$ cat src/opx_macros.svh
// Operand path width macros
// Data width, register address width and register count shared by every block

`ifndef OPX_MACROS_SVH
`define OPX_MACROS_SVH

// Operand and result width in bits
`define OPX_DATA_WIDTH 32

// Register number width
`define OPX_REG_ADDR_WIDTH 3

// Number of architectural registers
// Must match 2**OPX_REG_ADDR_WIDTH
`define OPX_REG_COUNT 8

`endif

$ cat src/opx_isa_pkg.sv
// Instruction set types for the operand path
// Data word, register number and ALU operation encoding

`include "opx_macros.svh"

package opx_isa_pkg;

	// One operand or result word
	typedef logic [`OPX_DATA_WIDTH-1:0] data_t;

	// Register number
	typedef logic [`OPX_REG_ADDR_WIDTH-1:0] reg_addr_t;

	// ALU operations
	// Shifts take their amount from the low bits of operand B
	typedef enum logic [2:0] {
		alu_add    = 3'd0,
		alu_sub    = 3'd1,
		alu_and    = 3'd2,
		alu_or     = 3'd3,
		alu_xor    = 3'd4,
		alu_sll    = 3'd5,
		alu_srl    = 3'd6,
		alu_pass_b = 3'd7
	} alu_op_e;

endpackage

$ cat src/opx_ctrl_pkg.sv
// Pipeline control types for the operand path
// Operand source select shared by decode and the operand muxes

package opx_ctrl_pkg;

	// Where an operand is taken from
	// Register file is the fallback when no hazard is seen
	// Only operand B may take the immediate
	typedef enum logic [1:0] {
		opnd_rf      = 2'd0,
		opnd_imm     = 2'd1,
		// Result of the instruction now in execute
		opnd_ex_forw = 2'd2,
		// Result held in the writeback register
		opnd_wb_forw = 2'd3
	} opnd_sel_e;

endpackage

$ cat src/opx_decode.sv
// Decode stage
// Holds the incoming instruction and picks the source of each operand

`timescale 1ns/1ps

module opx_decode (
	input  logic                      clk,
	input  logic                      rst,
	input  logic                      id_freeze,
	input  logic                      ex_freeze,
	input  logic                      in_valid,
	input  opx_isa_pkg::alu_op_e      in_op,
	input  logic                      in_use_imm,
	input  opx_isa_pkg::reg_addr_t    in_rd,
	input  opx_isa_pkg::reg_addr_t    in_ra,
	input  opx_isa_pkg::reg_addr_t    in_rb,
	input  opx_isa_pkg::data_t        in_imm,
	input  logic                      ex_valid,
	input  opx_isa_pkg::reg_addr_t    ex_rd,
	input  logic                      wb_valid,
	input  opx_isa_pkg::reg_addr_t    wb_rd,
	output opx_isa_pkg::reg_addr_t    ra,
	output opx_isa_pkg::reg_addr_t    rb,
	output opx_ctrl_pkg::opnd_sel_e   sel_a,
	output opx_ctrl_pkg::opnd_sel_e   sel_b,
	output opx_isa_pkg::data_t        simm,
	output logic                      id_valid,
	output opx_isa_pkg::alu_op_e      id_op,
	output opx_isa_pkg::reg_addr_t    id_rd
);

	// Immediate flag of the held instruction
	logic id_use_imm;

	// Hazard hits per source
	logic ex_hit_a;
	logic ex_hit_b;
	logic wb_hit_a;
	logic wb_hit_b;

	////////////////////////////////////////////////////////////////////////////
	// Decode register
	////////////////////////////////////////////////////////////////////////////

	// Hold under either freeze
	// ex_freeze always comes with id_freeze but is honoured on its own too
	always_ff @(posedge clk) begin
		if (rst) begin
			id_valid   <= 1'b0;
			id_op      <= opx_isa_pkg::alu_add;
			id_use_imm <= 1'b0;
			id_rd      <= '0;
			ra         <= '0;
			rb         <= '0;
			simm       <= '0;
		end else if (!id_freeze && !ex_freeze) begin
			id_valid   <= in_valid;
			id_op      <= in_op;
			id_use_imm <= in_use_imm;
			id_rd      <= in_rd;
			ra         <= in_ra;
			rb         <= in_rb;
			simm       <= in_imm;
		end
	end

	////////////////////////////////////////////////////////////////////////////
	// Hazard comparison
	////////////////////////////////////////////////////////////////////////////

	// Only a valid producer counts
	assign ex_hit_a = ex_valid && (ex_rd == ra);
	assign ex_hit_b = ex_valid && (ex_rd == rb);
	assign wb_hit_a = wb_valid && (wb_rd == ra);
	assign wb_hit_b = wb_valid && (wb_rd == rb);

	// Nearest producer wins, so execute beats writeback
	always_comb begin
		if (ex_hit_a)
			sel_a = opx_ctrl_pkg::opnd_ex_forw;
		else if (wb_hit_a)
			sel_a = opx_ctrl_pkg::opnd_wb_forw;
		else
			sel_a = opx_ctrl_pkg::opnd_rf;
	end

	// Immediate overrides any hazard on the B source
	always_comb begin
		if (id_use_imm)
			sel_b = opx_ctrl_pkg::opnd_imm;
		else if (ex_hit_b)
			sel_b = opx_ctrl_pkg::opnd_ex_forw;
		else if (wb_hit_b)
			sel_b = opx_ctrl_pkg::opnd_wb_forw;
		else
			sel_b = opx_ctrl_pkg::opnd_rf;
	end

endmodule

$ cat src/opx_regfile.sv
// Register file
// Two combinational reads and one write, with same-cycle write-through

`timescale 1ns/1ps

`include "opx_macros.svh"

module opx_regfile (
	input  logic                      clk,
	input  logic                      rst,
	input  opx_isa_pkg::reg_addr_t    ra,
	input  opx_isa_pkg::reg_addr_t    rb,
	input  logic                      wb_we,
	input  opx_isa_pkg::reg_addr_t    wb_rd,
	input  opx_isa_pkg::data_t        wb_data,
	output opx_isa_pkg::data_t        rf_data_a,
	output opx_isa_pkg::data_t        rf_data_b
);

	// Register storage
	opx_isa_pkg::data_t regs [`OPX_REG_COUNT];

	////////////////////////////////////////////////////////////////////////////
	// Write port
	////////////////////////////////////////////////////////////////////////////

	// All registers start at zero
	always_ff @(posedge clk) begin
		if (rst) begin
			for (int i = 0; i < `OPX_REG_COUNT; i++)
				regs[i] <= '0;
		end else if (wb_we) begin
			regs[wb_rd] <= wb_data;
		end
	end

	////////////////////////////////////////////////////////////////////////////
	// Read ports
	////////////////////////////////////////////////////////////////////////////

	// A write in flight to the same register is returned directly
	assign rf_data_a = (wb_we && (wb_rd == ra)) ? wb_data : regs[ra];
	assign rf_data_b = (wb_we && (wb_rd == rb)) ? wb_data : regs[rb];

endmodule

$ cat src/opx_operand_mux.sv
// Operand muxes and operand registers
// Forwards execute, writeback or immediate values and saves them across freezes

`timescale 1ns/1ps

module opx_operand_mux (
	input  logic                      clk,
	input  logic                      rst,
	input  logic                      id_freeze,
	input  logic                      ex_freeze,
	input  opx_isa_pkg::data_t        rf_data_a,
	input  opx_isa_pkg::data_t        rf_data_b,
	input  opx_isa_pkg::data_t        ex_forw,
	input  opx_isa_pkg::data_t        wb_forw,
	input  opx_isa_pkg::data_t        simm,
	input  opx_ctrl_pkg::opnd_sel_e   sel_a,
	input  opx_ctrl_pkg::opnd_sel_e   sel_b,
	output opx_isa_pkg::data_t        operand_a,
	output opx_isa_pkg::data_t        operand_b,
	output opx_isa_pkg::data_t        muxed_a,
	output opx_isa_pkg::data_t        muxed_b
);

	// Set once operands are captured under id_freeze alone
	logic saved_a;
	logic saved_b;

	// Operand register load enables
	logic load_a;
	logic load_b;

	// Source select for operand B
	function automatic opx_isa_pkg::data_t pick_operand(
		input opx_ctrl_pkg::opnd_sel_e sel,
		input opx_isa_pkg::data_t      rf,
		input opx_isa_pkg::data_t      imm,
		input opx_isa_pkg::data_t      ex,
		input opx_isa_pkg::data_t      wb
	);
		case (sel)
			opx_ctrl_pkg::opnd_imm:     pick_operand = imm;
			opx_ctrl_pkg::opnd_ex_forw: pick_operand = ex;
			opx_ctrl_pkg::opnd_wb_forw: pick_operand = wb;
			default:                    pick_operand = rf;
		endcase
	endfunction

	////////////////////////////////////////////////////////////////////////////
	// Forwarding muxes
	////////////////////////////////////////////////////////////////////////////

	// Operand A has no immediate path
	assign muxed_a = (sel_a == opx_ctrl_pkg::opnd_ex_forw) ? ex_forw :
		(sel_a == opx_ctrl_pkg::opnd_wb_forw) ? wb_forw : rf_data_a;
	assign muxed_b = pick_operand(sel_b, rf_data_b, simm, ex_forw, wb_forw);

	////////////////////////////////////////////////////////////////////////////
	// Operand registers
	////////////////////////////////////////////////////////////////////////////

	// Load whenever execute moves and no saved copy is pending
	assign load_a = !ex_freeze && !saved_a;
	assign load_b = !ex_freeze && !saved_b;

	// Loading under id_freeze marks the copy as saved
	// Saved copy is released once both freezes drop
	always_ff @(posedge clk) begin
		if (rst) begin
			operand_a <= '0;
			saved_a   <= 1'b0;
		end else if (load_a) begin
			operand_a <= muxed_a;
			saved_a   <= id_freeze;
		end else if (!ex_freeze && !id_freeze) begin
			saved_a   <= 1'b0;
		end
	end

	always_ff @(posedge clk) begin
		if (rst) begin
			operand_b <= '0;
			saved_b   <= 1'b0;
		end else if (load_b) begin
			operand_b <= muxed_b;
			saved_b   <= id_freeze;
		end else if (!ex_freeze && !id_freeze) begin
			saved_b   <= 1'b0;
		end
	end

endmodule

$ cat src/opx_execute.sv
// Execute stage
// Control register, eight-operation ALU and the writeback register

`timescale 1ns/1ps

`include "opx_macros.svh"

module opx_execute (
	input  logic                      clk,
	input  logic                      rst,
	input  logic                      id_freeze,
	input  logic                      ex_freeze,
	input  logic                      id_valid,
	input  opx_isa_pkg::alu_op_e      id_op,
	input  opx_isa_pkg::reg_addr_t    id_rd,
	input  opx_isa_pkg::data_t        operand_a,
	input  opx_isa_pkg::data_t        operand_b,
	output logic                      ex_valid,
	output opx_isa_pkg::reg_addr_t    ex_rd,
	output opx_isa_pkg::data_t        ex_forw,
	output logic                      wb_valid,
	output opx_isa_pkg::reg_addr_t    wb_rd,
	output opx_isa_pkg::data_t        wb_forw,
	output logic                      wb_we,
	output opx_isa_pkg::data_t        wb_data
);

	// Shift amount width for the data word
	localparam int shamt_width = $clog2(`OPX_DATA_WIDTH);

	// Operation of the instruction in execute
	opx_isa_pkg::alu_op_e ex_op;

	// Writeback result register
	opx_isa_pkg::data_t wb_result;

	// Shift amount from operand B
	logic [shamt_width-1:0] shamt;

	////////////////////////////////////////////////////////////////////////////
	// Execute control register
	////////////////////////////////////////////////////////////////////////////

	// id_freeze alone inserts a bubble, op and rd are don't care then
	always_ff @(posedge clk) begin
		if (rst) begin
			ex_valid <= 1'b0;
			ex_op    <= opx_isa_pkg::alu_add;
			ex_rd    <= '0;
		end else if (!ex_freeze) begin
			ex_valid <= id_valid && !id_freeze;
			ex_op    <= id_op;
			ex_rd    <= id_rd;
		end
	end

	////////////////////////////////////////////////////////////////////////////
	// ALU
	////////////////////////////////////////////////////////////////////////////

	assign shamt = operand_b[shamt_width-1:0];

	// Result doubles as the execute forward
	always_comb begin
		case (ex_op)
			opx_isa_pkg::alu_add:    ex_forw = operand_a + operand_b;
			opx_isa_pkg::alu_sub:    ex_forw = operand_a - operand_b;
			opx_isa_pkg::alu_and:    ex_forw = operand_a & operand_b;
			opx_isa_pkg::alu_or:     ex_forw = operand_a | operand_b;
			opx_isa_pkg::alu_xor:    ex_forw = operand_a ^ operand_b;
			opx_isa_pkg::alu_sll:    ex_forw = operand_a << shamt;
			opx_isa_pkg::alu_srl:    ex_forw = operand_a >> shamt;
			default:                 ex_forw = operand_b;
		endcase
	end

	////////////////////////////////////////////////////////////////////////////
	// Writeback register
	////////////////////////////////////////////////////////////////////////////

	always_ff @(posedge clk) begin
		if (rst) begin
			wb_valid  <= 1'b0;
			wb_rd     <= '0;
			wb_result <= '0;
		end else if (!ex_freeze) begin
			wb_valid  <= ex_valid;
			wb_rd     <= ex_rd;
			wb_result <= ex_forw;
		end
	end

	// Write only on a moving cycle so each result lands once
	assign wb_we   = wb_valid && !ex_freeze;
	assign wb_forw = wb_result;
	assign wb_data = wb_result;

endmodule

$ cat src/opx_core.sv
// Operand path top level
// Connects decode, register file, operand muxes and execute

`timescale 1ns/1ps

module opx_core (
	input  logic                      clk,
	input  logic                      rst,
	input  logic                      id_freeze,
	input  logic                      ex_freeze,
	input  logic                      in_valid,
	input  opx_isa_pkg::alu_op_e      in_op,
	input  logic                      in_use_imm,
	input  opx_isa_pkg::reg_addr_t    in_rd,
	input  opx_isa_pkg::reg_addr_t    in_ra,
	input  opx_isa_pkg::reg_addr_t    in_rb,
	input  opx_isa_pkg::data_t        in_imm,
	output logic                      wb_we,
	output opx_isa_pkg::reg_addr_t    wb_rd,
	output opx_isa_pkg::data_t        wb_data
);

	// Decode to register file and operand muxes
	opx_isa_pkg::reg_addr_t  ra;
	opx_isa_pkg::reg_addr_t  rb;
	opx_isa_pkg::data_t      rf_data_a;
	opx_isa_pkg::data_t      rf_data_b;
	opx_ctrl_pkg::opnd_sel_e sel_a;
	opx_ctrl_pkg::opnd_sel_e sel_b;
	opx_isa_pkg::data_t      simm;

	// Decode to execute
	logic                    id_valid;
	opx_isa_pkg::alu_op_e    id_op;
	opx_isa_pkg::reg_addr_t  id_rd;

	// Execute state seen by decode and the muxes
	logic                    ex_valid;
	opx_isa_pkg::reg_addr_t  ex_rd;
	logic                    wb_valid;
	opx_isa_pkg::data_t      ex_forw;
	opx_isa_pkg::data_t      wb_forw;

	// Operand registers and mux outputs
	opx_isa_pkg::data_t      operand_a;
	opx_isa_pkg::data_t      operand_b;
	opx_isa_pkg::data_t      muxed_a;
	opx_isa_pkg::data_t      muxed_b;

	opx_decode u_decode (.*);

	opx_regfile u_regfile (.*);

	opx_operand_mux u_operand_mux (.*);

	opx_execute u_execute (.*);

endmodule

$ cat config.mk
export PLATFORM = sky130hd
export DESIGN_NAME = opx_core
export DESIGN_NICKNAME = d
export VERILOG_FILES = /design/src/opx_isa_pkg.sv /design/src/opx_ctrl_pkg.sv /design/src/opx_decode.sv /design/src/opx_regfile.sv /design/src/opx_operand_mux.sv /design/src/opx_execute.sv /design/src/opx_core.sv
export VERILOG_INCLUDE_DIRS = /design/src
export SDC_FILE = /design/constraint.sdc
export NUM_CORES = 1
export LEC_CHECK = 0
export BUFFER_PORTS_ARGS = -buffer_cell sky130_fd_sc_hd__buf_4
export CORE_MARGIN = 3
export CORE_UTILIZATION = 56
export CTS_CLUSTER_SIZE = 25
export DETAILED_ROUTE_END_ITERATION = 7
export PLACE_DENSITY = 0.84
export REMOVE_ABC_BUFFERS = 1
export SLEW_MARGIN = 5
export SYNTH_ARGS = -nofsm -noshare
export SYNTH_HDL_FRONTEND = slang
export SYNTH_HIERARCHICAL = 1
export SYNTH_SLANG_ARGS = --single-unit
$ cat constraint.sdc
create_clock -name clk -period 5.5 [get_ports clk]
set_clock_uncertainty 0.05 [all_clocks]
set_input_delay 0.55 -clock clk [delete_from_list [all_inputs] [get_ports clk]]
set_output_delay 0.55 -clock clk [all_outputs]
set_load 0.01 [all_outputs]
==> results of run 1 <==
worst min-delay path: cells and delay by family:
kind,cells,cell delay (ps)
buffers and inverters,1,110
and+or+nand+nor,1,60
AOI/OAI and AO/OA,1,40
placed cells by master (no fill, tap or decap), types with 10 or more instances in the layout:
cell type  count
nand2_1      263
mux4_2       127
clkbuf_16     45
or2_2         13
ha_1          97
nand3_1       30
nor3_1        16
a211oi_1      21
clkbuf_1      21
inv_1         83
o21a_1        13
a21oi_1      200
and2_1       265
o221ai_1      12
nand2b_1      13
o211ai_1      13
a22oi_1       36
mux2_2       158
edfxtp_1     256
nand4_1       19
mux2i_1      133
mux4_1        47
dfxtp_1      145
o2bb2ai_1     12
buf_4        151
nor2_1       188
a211o_1       36
o21ai_0      115
mux2_4        25
nand2_2       12
o22ai_1       18
a221oi_1      10
a21oi_2       12
xnor2_1       61
final cells by class:
type	instances	area, sq um	share of cell area
timing repair buffer	152	1150	0.0358
sequential	411	10800	0.336
inverter	86	323	0.0100
tap	688	861	0.0268
clock buffer	67	1220	0.0379
clock inverter	12	76.3	0.00237
multi-input combinational	2131	17700	0.551
per-stage QoR:
step                      worst slack (ps)  instance area [sq um]  instances
after floorplan                      -2120                  28800       2628
after global placement                 880                  30900       3468
after detailed placement               775                  30900       3468
after CTS                              710                  32200       3547
after global routing                   162                  32200       3547
final                                  652                  32200       3547
state kept, by name (all words and copies together) (netlist names), 32 cells and up:
name                     count
u_operand_mux/operand_b     32
u_execute/wb_data           32
u_decode/simm               32
u_regfile/regs             256
u_operand_mux/operand_a     32
path summary, 6_finish.rpt:
path | startpoint | endpoint | slack [ps] | depth (start not counted)
setup reg to reg | u_operand_mux/operand_b[2] | u_operand_mux/operand_b[31] | 650 | 17
hold / removal | in_rb[0] | u_decode/rb[0] | 170 | 3
hold reg to reg | u_operand_mux/saved_a | u_operand_mux/saved_a | 400 | 2
setup / recovery | u_operand_mux/operand_b[2] | u_operand_mux/operand_b[31] | 650 | 17
metal layers:
layer	vias up	share of wire	global-route usage
li1	10574	-	-
met1	12217	0.37	0.463
met2	1693	0.47	0.568
met3	317	0.11	0.0718
met4	2	0.048	0.154
met5	-	0.00011	0
report_power, final:
group          internal [W]  total (W)  switching [W]
Combinational      0.000929    0.00220        0.00127
Sequential          0.00342    0.00377       0.000346
Clock               0.00153    0.00278        0.00125
Total               0.00589    0.00875        0.00287
==> summary.txt, run 1 <==
Pwr
  – Worst IR Drop VDD: about 220 uV
  – Pwr Total: around 0.0088 W
  – Power per Cell Area: 272 mW/mm^2
  – Total leakage power: ~12 nW

Route
  – Detailed Routing Iterations Pass 1: 7
  – Vias per cell: 6.99
  – Average wire per cell in the routed design: 28.6 um
  – Number of DRC violations after detailed routing: 0
  – Count of antenna-violating nets left after detailed routing: 0
  – Final wirelength: 102000 um
  – Detailed-route via count: 24.8k
  – First-iteration detailed-routing DRC count: about 3.4k

CTS
  – Clock Path Buffers: 3
  – Sinks on the clock net: 411
  – Clock network latency to the later pin of the worst-skew pair: 580 ps
  – Clock transition at the registers of the reported paths: ~60 ps
  – Number of H-tree levels: 2
  – Post-CTS sizing: 0
  – Post-CTS Repair Setup Buffers: 0
  – CTS tree: done
  – Post-cts hold buffer count: 0
  – Number of buffers created by CTS: 43
  – Master cell of the clock root buffer: clkbuf_16

Global routing
  – Antenna violations before repair: 1
  – Pin count of the biggest net entering global routing: 78
  – Vias in the first global route: ~25k
  – Grt total ovfl: 0
  – First-pass GRT wire length: 152000 um
  – Combined global-route utilization of all metal layers: 0.352

Finish
  – Relative area change from synthesis to final layout: 6.40%
  – Utilization after layout: 0.607
  – # fillers: around 4.3k
  – Fraction of final layout cells with drive strength greater than 1: 0.209
  – Nets: 2973
  – Inserted Diodes: 0

Setup path
  – Worst path required time: 5880 ps
  – Crit-path slowest cell: nor2b_1
  – Cells traversed along the worst timing path: nor4_1 > nand2_1 > nor2_1 > and3_1 > nor2b_1 > a21oi_1 > xnor2_1 > ha_1 > a21o_1 > a21oi_1 > o2111a_1 > nor4_2 > nor4_2 > o21bai_1 > mux2_2 > a22oi_1 > o21ai_0
  – Kind of launch point of the worst setup path: register
  – Top cell family by delay on the critical path: simple AND/OR/NAND/NOR gates
  – Buf/Inv on CP: 0
  – Arr. time, crit path: 5230 ps
  – Delay of the slowest critical-path stage: 480 ps
  – Critical-path maximum fanout: 10
  – Worst setup path class: reg2reg
  – CP endpoint kind: register

Timing
  – Worst-Margin Slew: 1200 ps
  – Fmax achieved: 206 MHz
  – Setup violations, final: 0
  – Post-route clock period utilization: 0.882
  – Worst slack on hold paths: 167 ps
  – RSZ-0062 raised after global routing: no
  – Final hold violations: 0
  – Worst slew margin relative to its limit: 0.200
  – Count of final max-slew check failures: 0
  – Minimum clock period: 4850 ps
  – Final TNS setup: 0 ps

Placement
  – Post-DP HPWL: 68000 um
  – Port Buf Inserts: 85
  – Final weighted congestion in routability-driven placement: 1.01

Synthesis
  – Post-synthesis area per instance: approximately 10 sq um
  – Synthesis warning total: 6
  – Count of mapped cells out of synthesis: 2890
  – Post-synthesis instance area: 0.0302 sq mm

Die
  – Die W: 238 um
  – Die area: about 0.057 sq mm
  – Total number of placement rows: between 80 and 90
  – Effective utilization at floorplan: 0.571
  – Area of the core: 0.0530 sq mm
  – Die Span Y: 238 um
  – I/O Pins: 86

Job
  – MaxCap Viol Count: 0

Worst hold path
  – Tightest Hold Check Type: in2reg

Status
  – Status: completed
Power figures use the tool's default switching activity.
==> run 2, diff against run 1 <==
--- a/config.mk
+++ b/config.mk
@@ -16,5 +16,4 @@
 export SLEW_MARGIN = 5
 export SYNTH_ARGS = -nofsm -noshare
 export SYNTH_HDL_FRONTEND = slang
-export SYNTH_HIERARCHICAL = 1
 export SYNTH_SLANG_ARGS = --single-unit
==> run 2 against run 1 <==
Critical path depth up 1; sequential cell count up 6; area after synthesis down 5.5%; register-to-register slack worse by 130 ps; combinational power down 10%; design area down 3.8%; clock power up 9.7%.
==> summary.txt, run 2 <==
Status
  – Status: completed (unchanged)

Die
  – I/O Pins: 86 (unchanged)
  – Total number of placement rows: 82 (was 84)
  – Effective utilization at floorplan: 0.568 (was 0.571)
  – Die area: 0.0538 sq mm (was 0.0568 sq mm)
  – Die Span Y: 232 um (was 238 um)
  – Area of the core: 0.0503 sq mm (was 0.0530 sq mm)
  – Die W: 232 um (was 238 um)

Setup path
  – Depth of the most critical reg-to-reg path: 18 (was 17)
  – Crit-path slowest cell: nor3b_1 (was nor2b_1)
  – FF-to-FF End: u_operand_mux.operand_b[29] (was u_operand_mux/operand_b[31])
  – Delay of the slowest critical-path stage: 620 ps (was 480 ps)
  – Kind of launch point of the worst setup path: register (unchanged)
  – Top cell family by delay on the critical path: simple AND/OR/NAND/NOR gates (unchanged)
  – Critical-path maximum fanout: 20 (was 10)
  – Flop2flop setup slack: 520 ps (was 650 ps)
  – R2r startpoint: u_operand_mux.operand_b[0] (was u_operand_mux/operand_b[2])
  – Worst path required time: 5850 ps (was 5880 ps)
  – CP endpoint kind: register (unchanged)
  – Arr. time, crit path: 5330 ps (was 5230 ps)
  – Worst setup path class: reg2reg (unchanged)
  – Cells traversed along the worst timing path: inv_2 > ha_1 > nand2_1 > nor4_2 > and2_1 > nor3b_1 > a31oi_1 > xnor2_1 > ha_1 > a21oi_1 > o21ai_0 > a21o_1 > a21oi_1 > o21ai_0 > a31oi_1 > mux2_2 > nand3_1 > a221oi_1 (was nor4_1 > nand2_1 > nor2_1 > and3_1 > nor2b_1 > a21oi_1 > xnor2_1 > ha_1 > a21o_1 > a21oi_1 > o2111a_1 > nor4_2 > nor4_2 > o21bai_1 > mux2_2 > a22oi_1 > o21ai_0)
  – Buf/Inv on CP: 1 (was 0)

CTS
  – Number of buffers created by CTS: 42 (was 43)
  – Clock Path Buffers: 3 (unchanged)
  – Number of H-tree levels: 2 (unchanged)
  – Sinks on the clock net: 417 (was 411)
  – Post-CTS Repair Setup Buffers: 0 (unchanged)
  – Master cell of the clock root buffer: clkbuf_16 (unchanged)
  – Post-cts hold buffer count: 0 (unchanged)
  – Post-CTS sizing: 0 (unchanged)
  – Clock network latency to the later pin of the worst-skew pair: 580 ps (about the same)
  – Clock transition at the registers of the reported paths: 60 ps (about the same)
  – CTS tree: done (unchanged)

Finish
  – Register with the most flip-flops: u_regfile.regs (was u_regfile/regs)
  – Most frequent cells in the layout: and2_1 (261), edfxtp_1 (256), a21oi_1 (248) (was and2_1 (265), nand2_1 (263), edfxtp_1 (256))
  – Fraction of final layout cells with drive strength greater than 1: 0.181 (was 0.209)
  – Most frequent standard cell in the layout excluding fill and tap cells: and2_1 (unchanged)
  – Number of flip-flops in the largest register: 256 (unchanged)
  – Nets: 2855 (was 2973)
  – Relative area change from synthesis to final layout: 8.34% (was 6.40%)

Pwr
  – Power per Cell Area: 285 mW/mm^2 (was 272 mW/mm^2)
  – Total leakage power: 11.4 nW (was 11.7 nW)
  – Worst IR Drop VDD: 294 uV (was 216 uV)

Worst hold path
  – Tightest Hold Check Type: in2reg (unchanged)
  – Number of cells traversed by the worst hold path: 3 (unchanged)
  – Worst-case hold path end point: u_decode.id_valid (was u_decode/rb[0])
  – Min-delay src: in_valid (was in_rb[0])

Timing
  – Post-route clock period utilization: 0.905 (was 0.882)
  – Final hold violations: 0 (unchanged)
  – Worst slew margin relative to its limit: 0.198 (was 0.200)
  – Worst-Margin Slew: 1200 ps (about the same)
  – Smallest setup slack after layout: 522 ps (was 652 ps)
  – Final TNS setup: 0 ps (unchanged)
  – Fmax achieved: 201 MHz (was 206 MHz)
  – Worst slack on hold paths: 176 ps (was 167 ps)
  – Minimum clock period: 4980 ps (was 4850 ps)
  – Count of final max-slew check failures: 0 (unchanged)
  – RSZ-0062 raised after global routing: no (unchanged)
  – Setup violations, final: 0 (unchanged)

Route
  – Vias per cell: 7.18 (was 6.99)
  – First-iteration detailed-routing DRC count: 3696 (was 3396)
  – Detailed-route via count: 24.5k (was 24.8k)
  – Met2 Routed Length: 46600 um (was 47500 um)
  – Number of DRC violations after detailed routing: 0 (unchanged)
  – Detailed Routing Iterations Pass 1: 7 (unchanged)
  – Highest metal layer used by the detailed router: met5 (unchanged)
  – Final wirelength: 102000 um (about the same)
  – Count of antenna-violating nets left after detailed routing: 0 (unchanged)
  – Average wire per cell in the routed design: 29.7 um (was 28.6 um)
  – Length of routed met3 wiring: 12400 um (was 11100 um)
  – Metal-1 WL: 37500 um (was 38000 um)

Synthesis
  – Most common cell in the netlist: and2_1
  – Post-synthesis area per instance: 10.3 sq um (was 10.5 sq um)
  – Cell taking the most area after synthesis: edfxtp_1
  – Commonest register cell after synthesis: edfxtp_1
  – Async S/R FF share, synth: 0
  – Ranking of synthesized cells by instance count: and2_1 (261), edfxtp_1 (256), a21oi_1 (248)
  – Register bit total from synthesis: 417
  – Post-synth EDFFs: 256
  – Post-synthesis instance area: 0.0286 sq mm (was 0.0302 sq mm)
  – Fraction of synthesized cell area taken by the top area cell type: 0.269
  – Register area share after synthesis: 0.382
  – Number of distinct library cells after synthesis: 104
  – Count of mapped cells out of synthesis: 2786 (was 2890)
  – Synthesis warning total: 0 (was 6)
  – Synth top area cells: edfxtp_1 (27%), mux4_2 (15%), dfxtp_1 (11%), and2_1 (5.7%), mux2i_1 (4.4%)

Global routing
  – Combined global-route utilization of all metal layers: 0.372 (was 0.352)
  – Vias in the first global route: 23.6k (was 24.6k)
  – First-pass GRT wire length: 151000 um (was 152000 um)
  – Antenna violations before repair: 1 (unchanged)
  – Grt total ovfl: 0 (unchanged)
  – Pin count of the biggest net entering global routing: 76 (was 78)

Placement
  – Post-DP HPWL: 68200 um (was 68000 um)
  – Final weighted congestion in routability-driven placement: 1.07 (was 1.01)
  – Worst slack, placed: 667 ps (was 775 ps)
  – Port Buf Inserts: 85 (unchanged)

Job
  – MaxCap Viol Count: 0 (unchanged)
run 2: layer usage:
| metal | track usage | vias up |
|---|---|---|
| li1 | - | 10228 |
| met1 | 0.500 | 11955 |
| met2 | 0.585 | 1944 |
| met3 | 0.0784 | 377 |
| met4 | 0.165 | 2 |
| met5 | 0 | - |
run 2: cell type report:
cell class                 count  area, sq um
antenna                        2         5.00
clock buffer                  57         1200
clock inverter                21          253
fill                        3970        19300
inverter                      77          289
multi-input combinational   2022        16300
sequential                   417        10900
tap                          672          841
timing repair buffer         147         1120
run 2: kinds of logic (layout without fill, tap and decap cells):
kind of cell    count (synthesis)  in the layout  share of synthesized area
simple gates                  855            855                      0.149
compound gates                682            682                      0.158
flops                         417            417                      0.382
buf+inv                       347            302                     0.0527
mux                           330            330                      0.198
fa+ha+maj                      98             98                     0.0432
xor+xnor                       57             57                     0.0177
other cells                     0              2                          0
run 2: tightest hold or removal path, delay by kind of cell:
kind,cells,cell delay [ps]
simple gates,1,40
buf+inv,1,110
compound gates,1,50
run 2: where the power goes:
part | internal, W | leakage, nW | switching [W]
sequential | 0.00347 | 3.97 | 0.000339
combinational | 0.000803 | 6.67 | 0.00117
clock | 0.00177 | 0.712 | 0.00127
run 2: through the flow:
stage / std cells / util / total power (W) / area, sq um
after global routing: 3413 / 0.616 / 0.00909 / 30900
after CTS: 3413 / 0.616 / 0.00875 / 30900
after floorplan: 2516 / - / 0.00501 / 27400
after detailed placement: 3335 / 0.587 / 0.00575 / 29500
final: 3415 / 0.616 / 0.00883 / 31000
after global placement: 3335 / 0.587 / 0.00570 / 29500
run 2: worst max path at each step:
stage / startpoint / end / slack (ps) / cells past startpoint
after floorplan: u_operand_mux.operand_b[1] / u_operand_mux.operand_a[23] / -990 / 17
after global placement: u_operand_mux.operand_b[0] / u_operand_mux.operand_b[29] / 700 / 18
after detailed placement: u_operand_mux.operand_b[0] / u_operand_mux.operand_a[27] / 670 / 17
after CTS: u_operand_mux.operand_b[0] / u_operand_mux.operand_b[29] / 630 / 18
after global routing: u_operand_mux.operand_b[0] / u_operand_mux.operand_b[29] / 180 / 18
final: u_operand_mux.operand_b[0] / u_operand_mux.operand_b[29] / 520 / 18
